**config.mk**
```make
export PLATFORM = sky130hd
export DESIGN_NAME = mmu
export DESIGN_NICKNAME = d
export VERILOG_FILES = /design/src/common/cpu_pkg.sv /design/src/mmu/mmu.sv
export VERILOG_INCLUDE_DIRS = /design/src /design/src/common
export SDC_FILE = /design/constraint.sdc
export NUM_CORES = 1
export LEC_CHECK = 0
export ABC_AREA = 1
export BUFFER_PORTS_ARGS = -buffer_cell sky130_fd_sc_hd__buf_2
export CAP_MARGIN = 20
export CORE_MARGIN = 10
export CORE_UTILIZATION = 45
export CTS_CLUSTER_SIZE = 25
export DETAILED_ROUTE_END_ITERATION = 12
export PLACE_DENSITY = 0.67
export SYNTH_ARGS = -nofsm -noshare
export SYNTH_HDL_FRONTEND = slang
export SYNTH_SLANG_ARGS = --single-unit
export TNS_END_PERCENT = 100
```
**constraint.sdc**
```tcl
create_clock -name clka -period 3.72 [get_ports clka]
set_input_delay 0.558 -clock clka [delete_from_list [all_inputs] [get_ports clka]]
set_output_delay 0.558 -clock clka [all_outputs]
set_load 0.02 [all_outputs]
```
**src/common/cpu_cfg.svh**
```systemverilog
`ifndef CPU_CFG_SVH
`define CPU_CFG_SVH

`define CPU_ADDR_W 10    // logical and physical address bits
`define CPU_DATA_W 16    // ram word
`define CPU_PAGE_W 6     // offset bits, 64 words per page

`define CPU_NUM_PAGES 16 // physical pages, index is the top address bits
`define CPU_NUM_REGS 16  // chosen by the low bits of the register field

// opcodes, anything else runs as a no-op
`define CPU_OP_JMP 8'd1
`define CPU_OP_RAM2REG 8'd2
`define CPU_OP_REG2RAM 8'd3
`define CPU_OP_NUM2REG 8'd4
`define CPU_OP_PLUS 8'd5
`define CPU_OP_MINUS 8'd6
`define CPU_OP_EXIT 8'd17

`endif

```
**src/common/cpu_pkg.sv**
```systemverilog
`include "cpu_cfg.svh"

package cpu_pkg;

  typedef logic [`CPU_ADDR_W-1:0] addr_t; // logical or physical
  typedef logic [`CPU_DATA_W-1:0] word_t;

  // first word of each instruction
  typedef struct packed {
    logic [7:0] opcode;
    logic [7:0] reg_field;  // low bits pick the register
  } instr_head_t;

  // a fetched word is either the head or the operand
  typedef union packed {
    instr_head_t head;
    word_t       imm;       // address or value operand
  } instr_word_u;

  typedef struct packed {
    addr_t addr;            // physical, no translation
    word_t data;
  } load_req_t;

  typedef struct packed {
    addr_t log_addr;
    addr_t phys_addr;       // after translation
    word_t data;
  } store_evt_t;

  typedef struct packed {
    addr_t log_addr;
  } mmu_req_t;

  typedef struct packed {
    addr_t phys_addr;
    logic  fault;           // no free page left
  } mmu_rsp_t;

endpackage

```
**src/mmu/mmu.sv**
```systemverilog
`include "cpu_cfg.svh"

module mmu (
  input  logic              clka,
  input  logic              rst,
  input  logic              start,
  input  logic              mmu_req_valid,
  input  cpu_pkg::mmu_req_t mmu_req,
  output logic              mmu_done,
  output cpu_pkg::mmu_rsp_t mmu_rsp
);
  import cpu_pkg::*;

  localparam int PIDX_W = `CPU_ADDR_W - `CPU_PAGE_W;
  localparam int LPAGES = 1 << PIDX_W;

  logic [LPAGES-1:0]      map_valid;
  logic [PIDX_W-1:0]      map_page [LPAGES];  // physical page per logical page
  logic [PIDX_W:0]        next_free;          // one extra bit to see exhaustion
  logic [PIDX_W-1:0]      log_page;
  logic [`CPU_PAGE_W-1:0] page_off;
  logic                   hit;
  logic                   room;
  logic                   alloc;
  logic [PIDX_W-1:0]      phys_page;

  assign log_page  = mmu_req.log_addr[`CPU_ADDR_W-1:`CPU_PAGE_W];
  assign page_off  = mmu_req.log_addr[`CPU_PAGE_W-1:0];
  assign hit       = map_valid[log_page];
  assign room      = next_free < (PIDX_W+1)'(`CPU_NUM_PAGES);
  assign alloc     = mmu_req_valid && !hit && room;   // first touch of a page
  assign phys_page = hit ? map_page[log_page] : next_free[PIDX_W-1:0];

  always_ff @(posedge clka) begin
    if (!rst || start) begin
      map_valid   <= LPAGES'(1);    // only logical page 0 mapped
      map_page[0] <= '0;
      next_free   <= (PIDX_W+1)'(1);
      mmu_done    <= 1'b0;
    end else begin
      mmu_done <= mmu_req_valid;
      if (alloc) begin
        map_valid[log_page] <= 1'b1;
        map_page[log_page]  <= phys_page;
        next_free           <= next_free + 1'b1;
      end
    end
  end

  // offset passes through unchanged
  always_ff @(posedge clka) begin
    if (mmu_req_valid) begin
      mmu_rsp.phys_addr <= {phys_page, page_off};
      mmu_rsp.fault     <= !hit && !room;
    end
  end

endmodule

```
==> flow_metrics.env, run 1 <==
export IMPL_num_antenna_cells=0
export IMPL_netSwitchingFraction_pct=22.3
export IMPL_yosysMostFrequentCell="nand2_1"
export IMPL_synth_ff_type="edfxtp_1"
export IMPL_wl_per_cell_um=16.0
export IMPL_rrSetupSlack_ns=1.49
export IMPL_synth_async_reset_ratio_pct=0
export IMPL_die_y_um=114
export IMPL_post_cts_buffers=0
export IMPL_core_area_um2=8640
export IMPL_clkTransAtPathRegs_ns=0.09
export IMPL_start_util_pct=46.0
export IMPL_vias=2657
export IMPL_crit_slowest_cell="nor3_1"
export IMPL_maxCapViolations=0
export IMPL_synth_compound_area_share_pct=5.67
export IMPL_critPathLaunch="mmu_req[6]"
export IMPL_hold_viol=0
export IMPL_clock_skew_ns=0.0155
export IMPL_synthAdderAreaFrac_pct=0.315
export IMPL_status="finished clean"
export IMPL_firstDrtPassIters=4
export IMPL_ioPinCount=26
export IMPL_grtUsageTotal_pct=12.9
export IMPL_fmax_ghz=0.404
export IMPL_synth_ff_latch_count=97
export IMPL_grt_pass1_wl_um=13300
export IMPL_synth_cell_types=24
export IMPL_yosys_warnings=0
export IMPL_synth_top_cell_by_area="edfxtp_1"
export IMPL_layout_drive_gt1_share_pct=13.3
export IMPL_synth_enable_flop_cells=75
export IMPL_path_buf_inv=3
export IMPL_synthMuxAreaShare_pct=0
export IMPL_clockPowerShare_pct=37.2
export IMPL_routed_wl_um=8360
export IMPL_num_rows=34
export IMPL_vias_per_cell=5.09
export IMPL_worstReg2RegStart="map_valid[9]"
export IMPL_synth_xor_area_share_pct=0.661
export IMPL_yosys_area_share_simple_pct=21.1
export IMPL_r2r_cells=10
export IMPL_cts_tree="built"
export IMPL_dieArea_um2=13000
export IMPL_crit_type="in -> reg"
export IMPL_grt_pass1_vias=2564
export IMPL_place_inst=506
export IMPL_setup_viol=0
export IMPL_cp_max_fo=33
export IMPL_critPathMaxStageDelay_ns=0.52
export IMPL_htree_levels=3
export IMPL_ys_top_cells_by_count="nand2_1, edfxtp_1, dfxtp_1, inv_1, nor2_1"
export IMPL_antenna_found_initial=0
export IMPL_p_int_mw=1.68
export IMPL_nets=424
export IMPL_yosysTopAreaCellShare_pct=56.7
export IMPL_synthTopCellsByArea="edfxtp_1, nand2_1, dfxtp_1, a22oi_1, inv_1"
export IMPL_synth_seq_area_share_pct=67.8
export IMPL_max_slew_margin_rel_pct=33.5
export IMPL_p_comb_share_pct=7.2
export IMPL_power_per_cell_area_nw_per_um2=486
export IMPL_tightest_slew_ns=0.993
export IMPL_drc=0
export IMPL_detail_route_antenna_nets=0
export IMPL_crit_path_end="map_page[1][0]"
export IMPL_worst_hold_path_type="in -> reg"
export IMPL_tns_ns=0
export IMPL_die_x_um=114
export IMPL_cp_cell_sequence="buf_2 > inv_2 > nand2_1 > nand2_1 > nand2_1 > nand2_1 > nand2_1 > nand2_1 > nor2_4 > nand3_2 > buf_4 > nor3_1"
export IMPL_portBuffers=25
export IMPL_slew_violations=0
export IMPL_gr_total_overflow=0
export IMPL_drt_initial_drc_count=194
export IMPL_leakage_nw=1.74
export IMPL_crit_family="simple AND/OR/NAND/NOR gates"
export IMPL_dp_hpwl_um=5440
export IMPL_syn_instance_count=381
export IMPL_finalNonFillerCells=522
export IMPL_cts_resized=0
export IMPL_area_delta_synth_final_pct=11.8
export IMPL_hold_depth=1
export IMPL_cts_buffers=9
export IMPL_ir_drop_mv=0.257
export IMPL_min_period_ns=2.48
export IMPL_r2r_end="map_page[1][0]"
export IMPL_gp_congestion=0.851
export IMPL_finalCritPeriodShare_pct=66.6
export IMPL_p_sw_mw=0.480
export IMPL_start_kind="input pin"
export IMPL_syn_area_per_cell_um2=10.4
export IMPL_endpoint_kind="flip-flop"
export IMPL_synth_nets=396
export IMPL_clockBufferDepth=2
export IMPL_cp_common_cell="nand2_1"
export IMPL_grt_setup_unrepaired="no"
export IMPL_cp_depth=12
export IMPL_grt_max_degree=34
export IMPL_clk_latency_ns=0.36
export IMPL_cts_sinks=97
export IMPL_cts_root_buf="clkbuf_8"
export IMPL_seqPwrFrac_pct=55.6
export IMPL_arrival_ns=2.47
export IMPL_cts_hold_fix_buffers=0
export IMPL_synth_top_family_by_area="simple AND/OR/NAND/NOR gates"
export IMPL_syn_area_um2=3970
export IMPL_cp_required_ns=3.72
## layout by cell type, fill, tap and decap left out, types with 3 or more instances in the layout
| master | n |
|---|---|
| a21oi_1 | 3 |
| bufinv_16 | 3 |
| nor3_1 | 6 |
| nand2_1 | 152 |
| nor2_1 | 21 |
| a22oi_1 | 16 |
| o21ai_0 | 6 |
| inv_1 | 22 |
| o21ai_1 | 12 |
| buf_4 | 8 |
| nand3_1 | 6 |
| clkbuf_8 | 9 |
| dfxtp_1 | 22 |
| nand4_1 | 12 |
| buf_2 | 25 |
| edfxtp_1 | 75 |
## worst register-to-register path, cell delays in order, from the launching register on
cell	delay, ns
dfxtp_1	0.33
nand2_1	0.05
nand2_1	0.06
nand2_1	0.06
nand2_1	0.05
nand2_1	0.05
nand2_1	0.08
nor2_4	0.28
nand3_2	0.11
buf_4	0.26
nor3_1	0.54
## registers in the layout, summed over array words and instances (netlist names)
signal     count
next_free      5
map_valid     16
mmu_rsp       11
map_page      64
mmu_done       1
## layer usage
metal  up-vias  wire (um)  GRT usage [%]
met3        12        472           3.10
met4         0        116           4.59
met1      1257       3790           16.7
met5         -          0              0
li1       1338          -              -
met2        50       3980           20.6
## logic make-up after synthesis
group,Yosys count
DFF,97
buffers and inverters,40
AOI/OAI and AO/OA,37
xor gates and xnor gates,3
adders and majority gates,1
and+or+nand+nor,203
## power groups by stage
stage	clock network [mW]	registers [mW]	logic [mW]
5_1_grt	0.858	1.20	0.173
6_report	0.803	1.20	0.155
4_1_cts	0.817	1.20	0.156
3_3_place_gp	0	1.22	0.154
2_1_floorplan	0	1.24	0.0895
3_5_place_dp	0	1.22	0.155
## how the worst min path moves through the flow
| stage | start | end | slack (ns) |
|---|---|---|---|
| final | mmu_req[0] | mmu_rsp[1] | 0.37 |
| after global routing | mmu_req[2] | mmu_rsp[3] | 0.35 |
| after CTS | mmu_req[4] | mmu_rsp[5] | 0.36 |
| after detailed placement | map_valid[0] | map_valid[0] | 0.44 |
| after global placement | map_valid[0] | map_valid[0] | 0.44 |
| after floorplan | map_valid[0] | map_valid[0] | 0.42 |
## cell type report
| type | instances | area, um2 |
|---|---|---|
| sequential | 97 | 2690 |
| timing repair buffer | 33 | 185 |
| multi-input combinational | 244 | 1100 |
| clock buffer | 10 | 128 |
| inverter | 24 | 90.1 |
| tap | 108 | 135 |
| clock inverter | 6 | 108 |
| fill | 776 | 4200 |
## metrics by stage
step / total power [mW] / utilization [%] / area (um2) / hold slack (ns) / setup slack (ns)
4_1_cts: 2.17 / 51.4 / 4440 / 0.356 / 1.24
6_report: 2.16 / 51.4 / 4440 / 0.366 / 1.24
2_1_floorplan: 1.33 / - / 3970 / 0.416 / 1.55
3_3_place_gp: 1.38 / 48.7 / 4210 / 0.442 / 0.935
3_5_place_dp: 1.38 / 48.7 / 4210 / 0.441 / 0.835
5_1_grt: 2.23 / 51.4 / 4440 / 0.353 / 1.02
Note: power is estimated with default switching activity, not from simulation.
==> inputs of run 2 (changes only) <==
--- a/config.mk
+++ b/config.mk
@@ -13,7 +13,7 @@
 export CORE_UTILIZATION = 45
 export CTS_CLUSTER_SIZE = 25
 export DETAILED_ROUTE_END_ITERATION = 12
-export PLACE_DENSITY = 0.67
+export PLACE_DENSITY = 0.7
 export SYNTH_ARGS = -nofsm -noshare
 export SYNTH_HDL_FRONTEND = slang
 export SYNTH_SLANG_ARGS = --single-unit
==> constraint.sdc (replaced) <==
create_clock -name clka -period 2.2 [get_ports clka]
set_input_delay 0.33 -clock clka [delete_from_list [all_inputs] [get_ports clka]]
set_output_delay 0.33 -clock clka [all_outputs]
set_load 0.02 [all_outputs]
==> run 2 against run 1 <==
  * Die area unchanged
  * Wire length is 4.8% higher
  * Combinational power rose by 100%
  * Worst setup slack got worse by 1.1 ns
  * Clock skew shrank 0.0048 ns
  * Critical path depth decreased by 2
  * Final area up 6.4%
  * Non-clock buffer count up 42
  * Core utilization increased by 3.3 points
  * Via count up 7.9%
  * Sequential power is 69% higher
  * Worst hold slack worse by 0.24 ns
  * Critical path type is now reg -> reg
  * Critical endpoint is now map_page[7][1]
  * Highest routed layer unchanged
==> flow_metrics.env, run 2 (synthesis gave the netlist of run 1 again) <==
export IMPL_status="finished clean"
export IMPL_die_y_um=114
export IMPL_portBuffers=25
export IMPL_power_per_cell_area_nw_per_um2=723
export IMPL_detail_route_antenna_nets=0
export IMPL_finalNonFillerCells=564
export IMPL_holdWs_ns=0.122
export IMPL_critPathLaunch="map_valid[5]"
export IMPL_timing_final_ws_setup_ns=0.191
export IMPL_cp_common_cell="nand2_1"
export IMPL_place_inst=548
export IMPL_grt_setup_unrepaired="no"
export IMPL_routed_wl_um=8760
export IMPL_grt_pass1_wl_um=14300
export IMPL_htree_levels=3
export IMPL_clk_latency_ns=0.38
export IMPL_largest_reg_flops=64
export IMPL_arrival_ns=2.04
export IMPL_cts_hold_fix_buffers=0
export IMPL_die_x_um=114
export IMPL_num_antenna_cells=0
export IMPL_layout_drive_gt1_share_pct=22.1
export IMPL_antenna_found_initial=0
export IMPL_area_delta_synth_final_pct=18.9
export IMPL_dp_hpwl_um=6410
export IMPL_leakage_nw=1.93
export IMPL_placedInstanceArea_um2=4530
export IMPL_hp_start="mmu_req[2]"
export IMPL_endpoint_kind="flip-flop"
export IMPL_grtUsageTotal_pct=14.0
export IMPL_setup_viol=0
export IMPL_fmax_ghz=0.498
export IMPL_worstReg2RegStart="map_valid[5]"
export IMPL_maxCapViolations=0
export IMPL_clkTransAtPathRegs_ns=0.10
export IMPL_vias=2868
export IMPL_top_regs="map_page (64), map_valid (16), mmu_rsp (11)"
export IMPL_critPathMaxStageDelay_ns=0.35
export IMPL_firstDrtPassIters=4
export IMPL_crit_type="reg -> reg"
export IMPL_nets=466
export IMPL_hold_viol=0
export IMPL_num_rows=34
export IMPL_cts_buffers=9
export IMPL_vias_per_cell=5.09
export IMPL_most_common_layout_cells="nand2_1, edfxtp_1, buf_4"
export IMPL_drc=0
export IMPL_finalCritPeriodShare_pct=91.3
export IMPL_grt_pass1_vias=2787
export IMPL_tns_ns=0
export IMPL_drt_initial_drc_count=235
export IMPL_ioPinCount=26
export IMPL_max_slew_margin_rel_pct=64.1
export IMPL_start_kind="flip-flop"
export IMPL_gr_total_overflow=0
export IMPL_crit_slowest_cell="nor2_1"
export IMPL_core_area_um2=8640
export IMPL_cp_max_fo=13
export IMPL_slew_violations=0
export IMPL_dieArea_um2=13000
export IMPL_cp_cell_sequence="nand2_1 > nand2_1 > nand2_1 > nand2_1 > nand2_1 > nand2_1 > nor2_4 > nand3_2 > buf_4 > nor2_1"
export IMPL_cts_sinks=97
export IMPL_grt_max_degree=22
export IMPL_clock_skew_ns=0.0108
export IMPL_cts_root_buf="clkbuf_8"
export IMPL_min_period_ns=2.01
export IMPL_wl_per_cell_um=15.5
export IMPL_tightest_slew_ns=0.538
export IMPL_mostFrequentLayoutCell="nand2_1"
export IMPL_final_area_um2=4720
export IMPL_cp_required_ns=2.23
export IMPL_regMostFlops="map_page"
export IMPL_num_fill_cells=758
export IMPL_rrSetupSlack_ns=0.19
export IMPL_dp_slack_ns=-0.352
export IMPL_finalPower_mw=3.42
export IMPL_start_util_pct=46.0
export IMPL_gp_congestion=0.859
export IMPL_clockBufferDepth=2
export IMPL_cts_tree="built"
export IMPL_worst_hold_path_type="in -> reg"
export IMPL_ir_drop_mv=0.370
export IMPL_post_route_util_pct=54.7
==> run 2: cell count changes in the layout (fill, tap and decap cells not counted), moves of 2 or more <==
| cell | previous run | this run |
|---|---|---|
| nor2_2 | 2 | 5 |
| nor2_1 | 21 | 18 |
| buf_4 | 8 | 49 |
| bufinv_16 | 3 | 0 |
| inv_6 | 0 | 2 |
| inv_8 | 0 | 2 |
==> run 2: critical path, delay by kind of cell (launching register included) <==
kind	cells	cell delay (ns)
simple gates	9	1.08
flops	1	0.32
buf+inv	1	0.25
==> run 2: power by group <==
| group | total [mW] | internal [mW] | switching, mW | leakage (nW) |
|---|---|---|---|---|
| registers | 2.03 | 2.01 | 0.0211 | 0.905 |
| clock network | 1.08 | 0.432 | 0.647 | 0.0917 |
| logic | 0.312 | 0.115 | 0.197 | 0.936 |
| total | 3.42 | 2.55 | 0.865 | 1.93 |
==> run 2: area by class of cell <==
type	instances	area (um2)	area share, %
flip-flops and latches	97	2690	57.0
multi-input cells	244	1110	23.5
repair buffers	75	513	10.9
well taps	108	135	2.86
clock buffers	9	124	2.62
inverters	24	90.1	1.91
clock inverters	7	60.1	1.27
==> run 2: final timing paths <==
| path | endpoint | depth (start not counted) |
|---|---|---|
| max | map_page[7][1] | 10 |
| min reg2reg | map_valid[13] | 2 |
| max reg2reg | map_page[7][1] | 10 |
| min | mmu_rsp[3] | 1 |
==> run 2: routing by layer <==
metal | vias up | global-route usage [%] | wire (um)
met1 | 1341 | 18.3 | 3770
met3 | 13 | 3.25 | 660
met2 | 91 | 22.2 | 4190
li1 | 1423 | - | -
met5 | - | 0 | 0
met4 | 0 | 5.26 | 145
==> run 2: repair_timing <==
| action | in CTS | in global routing |
|---|---|---|
| gates resized for setup | 0 | 3 |
| buffers inserted | 0 | 0 |
| setup endpoints to repair | 0 | 48 |
==> inputs of run 3 (changes only) <==
==> constraint.sdc (replaced) <==
create_clock -name clka -period 1.6 [get_ports clka]
set_input_delay 0.24 -clock clka [delete_from_list [all_inputs] [get_ports clka]]
set_output_delay 0.24 -clock clka [all_outputs]
set_load 0.02 [all_outputs]
==> run 3 against run 2 <==
  * Sequential share of layout area fell by 4.0 points
  * Largest cell class unchanged
  * Flip-flop and latch count unchanged
  * Highest routed layer unchanged
  * Critical path type unchanged
  * Worst setup slack got worse by 0.38 ns
  * The flow now finishes with violations (setup timing)
  * Clock power grew 54%
  * Cell count is 2.3% higher
  * Sequential power rose by 37%
  * Global-route usage rose by 0.33 points
  * Combinational power is 66% higher
  * Fmax up 13%
  * Clock-buffer cell count did not move
  * Via count up 5.4%
  * Largest power group unchanged
==> flow_metrics.env, run 3 (synthesis gave the netlist of run 1 again) <==
export IMPL_clock_skew_ns=0.00900
export IMPL_power_per_cell_area_nw_per_um2=977
export IMPL_final_area_um2=5090
export IMPL_min_period_ns=1.78
export IMPL_place_inst=553
export IMPL_finalPower_mw=4.97
export IMPL_start_util_pct=46.0
export IMPL_cts_root_buf="clkbuf_8"
export IMPL_vias_per_cell=5.24
export IMPL_wl_met2_um=4560
export IMPL_maxCapViolations=0
export IMPL_portBuffers=25
export IMPL_r2r_cells=11
export IMPL_grtUsageTotal_pct=14.4
export IMPL_num_antenna_cells=0
export IMPL_antenna_found_initial=0
export IMPL_finalCritPeriodShare_pct=112
export IMPL_ir_drop_mv=0.445
export IMPL_slew_violations=0
export IMPL_htree_levels=3
export IMPL_cp_max_fo=12
export IMPL_clockBufferDepth=2
export IMPL_grt_max_degree=22
export IMPL_routed_wl_um=9340
export IMPL_drt_initial_drc_count=202
export IMPL_wl_per_cell_um=16.2
export IMPL_gr_total_overflow=0
export IMPL_top_regs="map_page (64), map_valid (16), mmu_rsp (11)"
export IMPL_drc=0
export IMPL_num_fill_cells=702
export IMPL_cts_tree="built"
export IMPL_max_slew_margin_rel_pct=79.6
export IMPL_largest_reg_flops=64
export IMPL_hold_viol=0
export IMPL_post_route_util_pct=58.9
export IMPL_mostFrequentLayoutCell="nand2_1"
export IMPL_holdWs_ns=0.0321
export IMPL_finalNonFillerCells=577
export IMPL_multi_input_area_um2=1250
export IMPL_grt_pass1_vias=2916
export IMPL_dp_slack_ns=-0.642
export IMPL_endpoint_kind="flip-flop"
export IMPL_vias=3023
export IMPL_violations="setup timing"
export IMPL_clkTransAtPathRegs_ns=0.10
export IMPL_grt_setup_unrepaired="yes"
export IMPL_wl_met3_um=550
export IMPL_dr_max_layer_used="met4"
export IMPL_layout_drive_gt1_share_pct=29.9
export IMPL_grt_pass1_wl_um=14700
export IMPL_start_kind="flip-flop"
export IMPL_fmax_ghz=0.560
export IMPL_clk_latency_ns=0.37
export IMPL_most_common_layout_cells="nand2_1, edfxtp_1, buf_4"
export IMPL_gp_congestion=0.912
export IMPL_core_area_um2=8640
export IMPL_die_x_um=114
export IMPL_dp_hpwl_um=6490
export IMPL_die_y_um=114
export IMPL_drt_met1_wl_um=3980
export IMPL_arrival_ns=1.88
export IMPL_cts_buffers=9
export IMPL_nets=479
export IMPL_cp_required_ns=1.69
export IMPL_detail_route_antenna_nets=0
export IMPL_register_area_um2=2700
export IMPL_tightest_slew_ns=0.305
export IMPL_crit_type="reg -> reg"
export IMPL_dieArea_um2=13000
export IMPL_tns_ns=-12.59
export IMPL_placedInstanceArea_um2=4680
export IMPL_worst_hold_path_type="in -> reg"
export IMPL_cts_hold_fix_buffers=0
export IMPL_ioPinCount=26
export IMPL_num_rows=34
export IMPL_timing_final_ws_setup_ns=-0.184
export IMPL_leakage_nw=2.09
export IMPL_hold_depth=1
export IMPL_regMostFlops="map_page"
export IMPL_area_delta_synth_final_pct=28.0
export IMPL_status="finished, violations left"
export IMPL_firstDrtPassIters=5
export IMPL_setup_viol=114
export IMPL_cts_sinks=97
## run 3: cell types whose count changed in the layout (fill, tap and decap cells not counted), moves of 6 or more
cell | before | now
nand2_1 | 152 | 144
nor3_4 | 0 | 8
buf_12 | 1 | 7
nand2_2 | 0 | 6
nor3_1 | 6 | 0
## run 3: path summary, 6_finish.rpt
| kind | startpoint | end | slack [ns] |
|---|---|---|---|
| min reg2reg | map_valid[4] | map_valid[4] | 0.46 |
| max reg2reg | map_valid[6] | map_page[11][2] | -0.18 |
| min | mmu_req[3] | mmu_rsp[4] | 0.03 |
| max | map_valid[6] | map_page[11][2] | -0.18 |
## run 3: layer usage
metal | up-vias | GRT usage [%]
met2 | 106 | 22.9
met1 | 1446 | 17.9
met3 | 23 | 3.04
met4 | 0 | 7.77
met5 | - | 0
li1 | 1448 | -
## run 3: what timing repair did
item                                    CTS  global route
endpoints found under the setup margin  120           141
gates resized for setup                  19            17
pin swaps                                 8             5
setup buffers                             4             6
## run 3: power by group
group          internal, mW  leakage [nW]  total, mW  switching (mW)
registers              2.76         0.907       2.79          0.0306
logic                 0.200          1.09      0.519           0.319
clock network         0.749        0.0992       1.66           0.914
total                  3.71          2.09       4.97            1.26
## run 3: area by class of cell
class | count | share of cell area (%)
timing repair buffer | 88 | 13.8
clock inverter | 7 | 1.72
clock buffer | 9 | 2.44
multi-input combinational | 244 | 24.6
inverter | 24 | 1.77
tap | 108 | 2.66
sequential | 97 | 53.0
## run 3: critical path, cell delays in order (launching register included)
cell and delay, ns:
dfxtp_1 0.33, nand2_1 0.06, nand2_1 0.04, nand2_1 0.07, nand2_1 0.06, nand2_1 0.07
nand2_2 0.06, nor2_4 0.17, nand3_4 0.14, buf_12 0.19, nor2_1 0.12, buf_4 0.17
